==> config.mk <==
export PLATFORM = sky130hd
export DESIGN_NAME = vout_reader_top
export DESIGN_NICKNAME = d
export VERILOG_FILES = /design/src/logic/video_pkg.sv /design/src/logic/osd_pkg.sv /design/src/logic/pane_if.sv /design/src/logic/raster_counter.sv /design/src/logic/pane_fetch.sv /design/src/logic/pixel_unpack.sv /design/src/logic/osd_digit_reg.sv /design/src/logic/osd_overlay.sv /design/src/logic/vout_reader_top.sv
export SDC_FILE = /design/constraint.sdc
export NUM_CORES = 1
export LEC_CHECK = 0
export BUFFER_PORTS_ARGS = -buffer_cell sky130_fd_sc_hd__clkbuf_2
export CORE_MARGIN = 5
export CORE_UTILIZATION = 45
export DETAILED_ROUTE_END_ITERATION = 12
export PLACE_DENSITY = 0.69
export SYNTH_ARGS = -nofsm -noshare
export SYNTH_HDL_FRONTEND = slang
export SYNTH_HIERARCHICAL = 1
export SYNTH_SLANG_ARGS = --single-unit
==> constraint.sdc <==
create_clock -name vout_clk -period 2.8 [get_ports vout_clk]
set_input_delay 0.42 -clock vout_clk [delete_from_list [all_inputs] [get_ports vout_clk]]
set_output_delay 0.42 -clock vout_clk [all_outputs]
set_load 0.05 [all_outputs]
==> src/logic/video_pkg.sv <==
package video_pkg;

    ////////////////////
    // raster geometry
    ////////////////////
    localparam int H_NUM    = 1920;         // left + middle panes together
    localparam int H_HALF   = H_NUM / 2;    // first x of the middle pane
    localparam int X_WIDTH  = 13;           // pixel / line counter width
    localparam int PANE_CNT = 3;            // left, middle, right

    ////////////////////
    // word and pixel packing
    ////////////////////
    localparam int WORD_WIDTH = 32;         // line-buffer word
    localparam int PIX_WIDTH  = 24;         // rgb888

    typedef logic [X_WIDTH-1:0]    coord_t;     // pixel or line index
    typedef logic [WORD_WIDTH-1:0] word_t;
    typedef logic [PIX_WIDTH-1:0]  pixel_t;
    typedef logic [1:0]            phase_t;     // 3 words carry 4 pixels

    // last pixel of a group lives entirely in the word already held
    localparam phase_t PHASE_SKIP = 2'd3;   // no fetch at this phase

    // pane index, also the bit position in pane_en
    typedef enum logic [1:0]
    {
        PANE_LEFT  = 2'd0,                  // x < H_HALF
        PANE_MID   = 2'd1,                  // H_HALF <= x < H_NUM
        PANE_RIGHT = 2'd2                   // x >= H_NUM
    } pane_e;

endpackage

==> src/logic/osd_pkg.sv <==
package osd_pkg;

    ////////////////////
    // digit box placement
    ////////////////////
    localparam int OSD_X   = 8;             // left column of the box
    localparam int OSD_Y   = 2;             // top line of the box
    localparam int OSD_W   = 16;            // box width
    localparam int OSD_H   = 32;            // box height
    localparam int SEG_T   = 2;             // bar thickness
    localparam int SEG_MID = OSD_H / 2;     // g bar straddles this row
    localparam int SEG_CNT = 7;             // a..g

    localparam logic [23:0] OSD_COLOR = 24'h00F800;   // lit segment colour

    typedef logic [3:0] digit_t;
    localparam digit_t DIGIT_BLANK = 4'd10;           // any code above 9 draws nothing

    // bit positions of the segment vector
    typedef enum logic [2:0]
    {
        SEG_A, SEG_B, SEG_C, SEG_D, SEG_E, SEG_F, SEG_G
    } seg_e;

endpackage

==> src/logic/pane_if.sv <==
interface pane_if;

    video_pkg::word_t  word;        // word for the pixel in flight
    video_pkg::word_t  prev_word;   // word before it in the byte stream
    video_pkg::phase_t phase;       // pixel slot within its group of 4
    logic              active;      // this pane owns the pixel in flight

    modport fetch
    (
        output word,
        output prev_word,
        output phase,
        output active
    );

    modport unpack
    (
        input  word,
        input  prev_word,
        input  phase,
        input  active
    );

endinterface

==> src/logic/raster_counter.sv <==
module raster_counter
(
    input  logic                            vout_clk,
    input  logic                            arst_n,
    input  logic                            rd_fsync,
    input  logic                            rd_en,
    output video_pkg::coord_t               x,
    output video_pkg::coord_t               y,
    output logic                            de_1d,
    output logic                            de_2d,
    output logic [video_pkg::PANE_CNT-1:0]  pane_en
);

    logic fsync_1d;     // previous frame sync level
    logic fsync_rise;   // new frame
    logic line_end;     // first cycle after a line

    assign fsync_rise = rd_fsync & ~fsync_1d;
    assign line_end   = de_1d & ~rd_en;

    always_ff @(posedge vout_clk or negedge arst_n)
    begin
        if (!arst_n)
        begin
            x        <= '0;
            y        <= '0;
            de_1d    <= 1'b0;
            de_2d    <= 1'b0;
            fsync_1d <= 1'b0;
        end
        else
        begin
            if (rd_en)
                x <= x + 1'b1;          // x is 0 in the first rd_en cycle
            else
                x <= '0;
            if (fsync_rise)
                y <= '0;                // line 0 of the new frame
            else if (line_end)
                y <= y + 1'b1;
            de_1d    <= rd_en;
            de_2d    <= de_1d;          // aligned with vout_data
            fsync_1d <= rd_fsync;
        end
    end

    // pane ownership of the current x, only while reading
    always_comb
    begin
        pane_en = '0;
        if (x < video_pkg::coord_t'(video_pkg::H_HALF))
            pane_en[video_pkg::PANE_LEFT] = rd_en;
        else if (x < video_pkg::coord_t'(video_pkg::H_NUM))
            pane_en[video_pkg::PANE_MID] = rd_en;
        else
            pane_en[video_pkg::PANE_RIGHT] = rd_en;
    end

endmodule

==> src/logic/pane_fetch.sv <==
module pane_fetch
(
    input  logic             vout_clk,
    input  logic             arst_n,
    input  logic             en,        // pane owns this pixel, rd_en included
    input  logic             rd_en,
    input  video_pkg::word_t word_in,   // buffer answer, one cycle after rd
    output logic             rd,
    pane_if.fetch            pif
);

    video_pkg::phase_t phase_q;     // pixel count in the pane, mod 4
    video_pkg::phase_t phase_1d;
    logic              rd_1d;       // word_in valid this cycle
    logic              en_1d;
    video_pkg::word_t  word_q;      // newest word taken
    video_pkg::word_t  prev_q;      // the one before

    assign rd = en & (phase_q != video_pkg::PHASE_SKIP);

    ////////////////////
    // phase and strobe delay
    ////////////////////
    always_ff @(posedge vout_clk or negedge arst_n)
    begin
        if (!arst_n)
        begin
            phase_q  <= '0;
            phase_1d <= '0;
            rd_1d    <= 1'b0;
            en_1d    <= 1'b0;
        end
        else
        begin
            if (!rd_en)
                phase_q <= '0;                  // restart every line
            else if (en)
                phase_q <= phase_q + 1'b1;      // wraps 3 -> 0
            phase_1d <= phase_q;
            rd_1d    <= rd;
            en_1d    <= en;
        end
    end

    // word history, shifted on each arrival
    always_ff @(posedge vout_clk)
    begin
        if (rd_1d)
        begin
            word_q <= word_in;
            prev_q <= word_q;
        end
    end

    // arriving word bypasses the register so the unpacker sees it in time
    assign pif.word      = rd_1d ? word_in : word_q;
    assign pif.prev_word = rd_1d ? word_q  : prev_q;
    assign pif.phase     = phase_1d;
    assign pif.active    = en_1d;

endmodule

==> src/logic/pixel_unpack.sv <==
module pixel_unpack
(
    input  logic              vout_clk,
    input  logic              arst_n,
    input  video_pkg::coord_t x,
    input  logic              de_1d,
    pane_if.unpack            pif0,     // left
    pane_if.unpack            pif1,     // middle
    pane_if.unpack            pif2,     // right
    output video_pkg::pixel_t pixel
);

    video_pkg::pane_e  sel;         // pane of the pixel in flight
    video_pkg::word_t  cur;
    video_pkg::word_t  prv;
    video_pkg::phase_t ph;
    logic              pix_vld;

    // x has already stepped past the pixel in flight, 0 means none
    assign pix_vld = de_1d & (x != '0);

    // registered ownership from the fetch stage
    always_comb
    begin
        if (pif0.active)
            sel = video_pkg::PANE_LEFT;
        else if (pif1.active)
            sel = video_pkg::PANE_MID;
        else if (pif2.active)
            sel = video_pkg::PANE_RIGHT;
        else
            sel = video_pkg::PANE_LEFT;     // idle, output forced to 0 anyway
    end

    always_comb
    begin
        case (sel)
            video_pkg::PANE_MID:
            begin
                cur = pif1.word;
                prv = pif1.prev_word;
                ph  = pif1.phase;
            end
            video_pkg::PANE_RIGHT:
            begin
                cur = pif2.word;
                prv = pif2.prev_word;
                ph  = pif2.phase;
            end
            default:
            begin
                cur = pif0.word;
                prv = pif0.prev_word;
                ph  = pif0.phase;
            end
        endcase
    end

    ////////////////////
    // byte stream to rgb888, lowest byte first
    ////////////////////
    always_ff @(posedge vout_clk or negedge arst_n)
    begin
        if (!arst_n)
            pixel <= '0;
        else if (!pix_vld)
            pixel <= '0;                                // blank outside a line
        else
        begin
            case (ph)
                2'd0:    pixel <= cur[23:0];            // bytes 0..2
                2'd1:    pixel <= {cur[15:0], prv[31:24]};
                2'd2:    pixel <= {cur[7:0], prv[31:16]};
                default: pixel <= cur[31:8];            // no fetch, same word
            endcase
        end
    end

endmodule

==> src/logic/osd_digit_reg.sv <==
module osd_digit_reg
(
    input  logic            vout_clk,
    input  logic            arst_n,
    input  logic [3:0]      num,
    input  logic            num_vld,
    output osd_pkg::digit_t digit
);

    osd_pkg::digit_t num_1d;    // two-flop sync of the value
    osd_pkg::digit_t num_2d;
    logic            vld_1d;
    logic            vld_2d;    // synchronised valid
    logic            vld_3d;    // edge detect
    logic            num_en;    // sticky, set by the first valid

    always_ff @(posedge vout_clk)
    begin
        num_1d <= num;
        num_2d <= num_1d;
    end

    always_ff @(posedge vout_clk or negedge arst_n)
    begin
        if (!arst_n)
        begin
            vld_1d <= 1'b0;
            vld_2d <= 1'b0;
            vld_3d <= 1'b0;
            num_en <= 1'b0;
            digit  <= osd_pkg::DIGIT_BLANK;
        end
        else
        begin
            vld_1d <= num_vld;
            vld_2d <= vld_1d;
            vld_3d <= vld_2d;
            if (vld_2d & ~vld_3d)
                num_en <= 1'b1;                 // never cleared
            digit <= num_en ? num_2d : osd_pkg::DIGIT_BLANK;   // tracks num afterwards
        end
    end

endmodule

==> src/logic/osd_overlay.sv <==
module osd_overlay
(
    input  logic              vout_clk,
    input  logic              arst_n,
    input  video_pkg::coord_t x,
    input  video_pkg::coord_t y,
    input  osd_pkg::digit_t   digit,
    input  video_pkg::pixel_t pixel,
    input  logic              de_2d,
    output video_pkg::pixel_t vout_data
);

    int                          col;       // box-relative column
    int                          row;       // box-relative row
    logic                        in_box;
    logic                        row_top, row_mid, row_bot, row_up, row_lo;
    logic                        col_h, col_l, col_r;
    logic [osd_pkg::SEG_CNT-1:0] seg_hit;   // segments covering (col, row)
    logic [osd_pkg::SEG_CNT-1:0] seg_lit;   // segments the digit turns on
    logic                        hit;
    logic                        hit_1d;
    logic                        hit_2d;    // same stage as pixel

    function automatic logic in_rng(input int v, input int lo, input int hi);
        return (v >= lo) && (v <= hi);
    endfunction

    // bit order g..a, indexed by seg_e
    function automatic logic [osd_pkg::SEG_CNT-1:0] seg_map(input osd_pkg::digit_t d);
        case (d)
            4'd0:    return 7'b0111111;
            4'd1:    return 7'b0000110;
            4'd2:    return 7'b1011011;
            4'd3:    return 7'b1001111;
            4'd4:    return 7'b1100110;
            4'd5:    return 7'b1101101;
            4'd6:    return 7'b1111101;
            4'd7:    return 7'b0000111;
            4'd8:    return 7'b1111111;
            4'd9:    return 7'b1101111;
            default: return '0;             // 10..15 blank
        endcase
    endfunction

    ////////////////////
    // segment hit test
    ////////////////////
    always_comb
    begin
        col     = int'(x) - osd_pkg::OSD_X;
        row     = int'(y) - osd_pkg::OSD_Y;
        in_box  = in_rng(col, 0, osd_pkg::OSD_W - 1) && in_rng(row, 0, osd_pkg::OSD_H - 1);
        row_top = in_rng(row, 0, osd_pkg::SEG_T - 1);
        row_mid = in_rng(row, osd_pkg::SEG_MID - osd_pkg::SEG_T / 2,
                         osd_pkg::SEG_MID + osd_pkg::SEG_T / 2 - 1);
        row_bot = in_rng(row, osd_pkg::OSD_H - osd_pkg::SEG_T, osd_pkg::OSD_H - 1);
        row_up  = in_rng(row, osd_pkg::SEG_T, osd_pkg::SEG_MID - osd_pkg::SEG_T / 2 - 1);
        row_lo  = in_rng(row, osd_pkg::SEG_MID + osd_pkg::SEG_T / 2,
                         osd_pkg::OSD_H - osd_pkg::SEG_T - 1);
        col_h   = in_rng(col, osd_pkg::SEG_T, osd_pkg::OSD_W - osd_pkg::SEG_T - 1);
        col_l   = in_rng(col, 0, osd_pkg::SEG_T - 1);
        col_r   = in_rng(col, osd_pkg::OSD_W - osd_pkg::SEG_T, osd_pkg::OSD_W - 1);
    end

    always_comb
    begin
        seg_hit                = '0;
        seg_hit[osd_pkg::SEG_A] = row_top & col_h;
        seg_hit[osd_pkg::SEG_B] = row_up  & col_r;
        seg_hit[osd_pkg::SEG_C] = row_lo  & col_r;
        seg_hit[osd_pkg::SEG_D] = row_bot & col_h;
        seg_hit[osd_pkg::SEG_E] = row_lo  & col_l;
        seg_hit[osd_pkg::SEG_F] = row_up  & col_l;
        seg_hit[osd_pkg::SEG_G] = row_mid & col_h;
    end

    assign seg_lit = seg_map(digit);
    assign hit     = in_box & |(seg_hit & seg_lit);

    // two stages, matching fetch + unpack
    always_ff @(posedge vout_clk or negedge arst_n)
    begin
        if (!arst_n)
        begin
            hit_1d <= 1'b0;
            hit_2d <= 1'b0;
        end
        else
        begin
            hit_1d <= hit;
            hit_2d <= hit_1d;
        end
    end

    assign vout_data = (de_2d & hit_2d) ? osd_pkg::OSD_COLOR : pixel;   // pixel is 0 off-line

endmodule

==> src/logic/vout_reader_top.sv <==
module vout_reader_top
(
    input  logic              vout_clk,
    input  logic              arst_n,
    input  logic              rd_fsync,
    input  logic              rd_en,
    input  video_pkg::word_t  pane_word [video_pkg::PANE_CNT],
    input  logic [3:0]        num,
    input  logic              num_vld,
    output logic              pane_rd [video_pkg::PANE_CNT],
    output logic              vout_de,
    output video_pkg::pixel_t vout_data
);

    video_pkg::coord_t                x;
    video_pkg::coord_t                y;
    logic                             de_1d;
    logic                             de_2d;
    logic [video_pkg::PANE_CNT-1:0]   pane_en;
    osd_pkg::digit_t                  digit;
    video_pkg::pixel_t                pixel;

    pane_if pif [video_pkg::PANE_CNT] ();   // one word stream per pane

    raster_counter u_raster
    (
        .vout_clk (vout_clk),
        .arst_n   (arst_n),
        .rd_fsync (rd_fsync),
        .rd_en    (rd_en),
        .x        (x),
        .y        (y),
        .de_1d    (de_1d),
        .de_2d    (de_2d),
        .pane_en  (pane_en)
    );

    for (genvar i = 0; i < video_pkg::PANE_CNT; i++)
    begin : g_pane
        pane_fetch u_fetch
        (
            .vout_clk (vout_clk),
            .arst_n   (arst_n),
            .en       (pane_en[i]),
            .rd_en    (rd_en),
            .word_in  (pane_word[i]),
            .rd       (pane_rd[i]),
            .pif      (pif[i])
        );
    end

    pixel_unpack u_unpack
    (
        .vout_clk (vout_clk),
        .arst_n   (arst_n),
        .x        (x),
        .de_1d    (de_1d),
        .pif0     (pif[0]),
        .pif1     (pif[1]),
        .pif2     (pif[2]),
        .pixel    (pixel)
    );

    osd_digit_reg u_digit
    (
        .vout_clk (vout_clk),
        .arst_n   (arst_n),
        .num      (num),
        .num_vld  (num_vld),
        .digit    (digit)
    );

    osd_overlay u_osd
    (
        .vout_clk  (vout_clk),
        .arst_n    (arst_n),
        .x         (x),
        .y         (y),
        .digit     (digit),
        .pixel     (pixel),
        .de_2d     (de_2d),
        .vout_data (vout_data)
    );

    assign vout_de = de_2d;     // rd_en two cycles late

endmodule

==> impl_metrics.toml <==
[run_status]
run_status = "complete, no violations"

[floorplanning]
floorplan.initialDensity = 0.452
chipWidth_um = 168
pin_count = 133
core_area_um2 = 25000
floorplan.die.height_um = 168
floorplan.rows = 58
dieArea_um2 = 28300

[final_layout]
post_route_cells_drive_above_1_share = 0.394
final-seq-area_um2 = 5080
fillCellCount = 2179
finish.net_count = 1152
n_antenna_cell = 0
area_added_between_synthesis_and_finish_pct = 15.3
multi_input_comb_area_um2 = 5590

[synth]
mappedNetlistNets = 1021
syn_area_um2 = 11300
post_synth_inst_count = 900
number_of_warning_messages_in_the_yosys_log = 6
avgSynthCellArea_um2 = 12.5

[timing]
fin_crit_sh = 0.950
final_period_minus_worst_setup_slack_ns = 2.66
final.setup_skew_ns = 0.0237
timing.setup.tns_ns = 0
worst_hold_slack_ns = 0.0301
max_clock_freq_ghz = 0.376
hold_violations = 0
timing_worst_slew_pin_value_ns = 0.686
slew_violations = 0
setup_viol = 0
timing.max_slew.rel_slack = 0.537
rsz0062_at_grt = "false"

[hold_path]
whs_endpoint = "u_raster/fsync_1d"
holdCritPathClass = "in2reg"
holdCritStartpoint = "rd_fsync"
holdPathStages = 1

[worst_setup_path]
crit_path_max_fanout = 7
crit_required_ns = 2.38
regToRegSetupSlack_ns = 0.39
worst_reg2reg_endpoint = "u_osd/hit_1d"
rr_worst_depth = 8
critPathLaunchType = "flop"
timing.critical_path.to_type = "primary output"
crit-reg2reg-launch = "u_raster/y[1]"
timing.critical_path.arrival_ns = 2.24
crit_type = "reg2out"

[cts]
clk_root_buffer_cell = "sky130_fd_sc_hd__clkbuf_16"
ctsHtreeMaxLevel = 1
tritoncts = "yes"
clk_pin_slew_worst_paths_ns = 0.06
tritoncts.num_buffers = 26
clock_sink_count = 233
clock_network_latency_to_the_later_pin_of_the_worst_skew_pair_ns = 0.54
cts_buffer_depth = 3

[placement]
place.gp.congestion = 0.913
dp.final_hpwl_mm = 19.3
count_of_buffers_from_port_buffering = 132

[power_and_ir_drop]
max-vdd-ir-drop_uv = 555
power.density_cell_area_nw_per_um2 = 652
static-leakage-power_nw = 5.76

[global_route]
first_global_vias = 7573
grt-ovfl-total = 0
grt_max_degree = 49
grt_pass1_wl_mm = 42.4
antenna_found_initial = 0
grt_usage = 0.185

[routing]
via_total_after_detailed_routing = 7511
route.detailed.wl_per_inst_um = 19.6
post-route-drc-count = 0
detail_route.wirelength_mm = 27.0
detail-route-antenna-nets = 0
drt-vias-per-instance = 5.44
first_iter_violations = 540
drtPass1Iterations = 5

[job]
max_cap_viol_count = 0
## worst max-delay path: stages, from the launching register on
cell	delay [ns]
sky130_fd_sc_hd__dfrtp_1	0.48
sky130_fd_sc_hd__nor2_1	0.22
sky130_fd_sc_hd__nand2_1	0.07
sky130_fd_sc_hd__nor3_1	0.14
sky130_fd_sc_hd__buf_4	0.16
sky130_fd_sc_hd__nor2b_1	0.31
sky130_fd_sc_hd__buf_2	0.34
## what timing repair did
| action | CTS | global route |
|---|---|---|
| hold buffers | 6 | 0 |
| setup endpoints to repair | 0 | 3 |
| hold endpoints to repair | 46 | 0 |
| setup buffers | 0 | 0 |
| resized for setup | 0 | 5 |
## power by group
part | switching [mW] | internal, mW | total (mW)
Sequential | 0.116 | 3.58 | 3.70
Combinational | 0.689 | 0.631 | 1.32
Clock | 1.36 | 2.10 | 3.45
## sequential cells by signal (all words and copies together), names as in the netlist
register                   flops
g_pane.u_fetch/phase_q         6
u_digit/vld_3d                 1
u_unpack/pixel                24
g_pane.u_fetch/rd_1d           3
u_digit/vld_1d                 1
u_raster/y                    13
u_digit/digit                  4
u_digit/vld_2d                 1
u_osd/hit_2d                   1
u_digit/num_1d                 4
u_digit/num_2d                 4
u_raster/de_1d                 1
g_pane.u_fetch/word_q         96
u_raster/x                    13
u_osd/hit_1d                   1
u_raster/de_2d                 1
g_pane.u_fetch/pif.phase       6
g_pane.u_fetch/pif.active      3
g_pane.u_fetch/prev_q         48
u_raster/fsync_1d              1
u_digit/num_en                 1
## cell type report
cell class | instances | share of cell area
multi-input cells | 590 | 0.430
well taps | 330 | 0.0318
clock buffers | 37 | 0.0589
flip-flops and latches | 233 | 0.391
inverters | 14 | 0.00404
repair buffers | 166 | 0.0757
clock inverters | 11 | 0.00924
## cells in the final DEF (no fill, tap or decap), drive strengths merged, types with 4 or more instances in the layout
| cell type | n |
|---|---|
| clkbuf | 166 |
| dfxtp | 152 |
| mux2 | 144 |
| dfrtp | 79 |
| nor2 | 54 |
| and2 | 35 |
| mux2i | 35 |
| or4b | 34 |
| o221a | 33 |
| buf | 31 |
| nand2 | 20 |
| ha | 16 |
| nor4bb | 16 |
| a221o | 16 |
| o32ai | 16 |
| nand2b | 15 |
| xnor2 | 15 |
| inv | 15 |
| xor2 | 14 |
| nor3 | 13 |
| o22ai | 13 |
| nand3 | 11 |
| nor2b | 11 |
| nor4 | 8 |
| clkinv | 7 |
| dlygate4sd3 | 6 |
| a21oi | 6 |
| nand4 | 6 |
| o21ai | 6 |
| o2111ai | 4 |
| o31ai | 4 |
| or4 | 4 |
## stage by stage
| step | setup slack [ns] | instance area [um2] | cells | power (mW) | utilization |
|---|---|---|---|---|---|
| 2_1_floorplan | 0.497 | 11300 | 900 | 4.71 | - |
| 3_3_place_gp | 0.465 | 12000 | 1327 | 5.04 | 0.483 |
| 3_5_place_dp | 0.407 | 12000 | 1327 | 5.07 | 0.483 |
| 4_1_cts | 0.0402 | 13000 | 1381 | 8.54 | 0.520 |
| 5_1_grt | 0.00940 | 13000 | 1381 | 8.80 | 0.521 |
| 6_report | 0.141 | 13000 | 1381 | 8.47 | 0.521 |
## routing by layer
| layer | vias to the layer above | global-route usage | routed length [um] |
|---|---|---|---|
| li1 | 3604 | - | - |
| met1 | 3658 | 0.245 | 11800 |
| met2 | 205 | 0.309 | 12900 |
| met3 | 44 | 0.0322 | 1520 |
| met4 | 0 | 0.0614 | 756 |
| met5 | - | 0 | 0 |
## worst max-delay path by stage
stage,start,to,slack [ns],cells after the start
global route,u_raster/x[11],pane_rd[2],0.009,6
global placement,u_raster/y[1],u_osd/hit_1d,0.46,8
floorplan,rd_en,pane_rd[1],0.50,4
finish,u_raster/x[11],pane_rd[2],0.14,6
CTS,u_raster/x[7],pane_rd[1],0.04,4
detailed placement,u_raster/y[1],u_osd/hit_1d,0.41,8
Power figures use the tool's default switching activity.
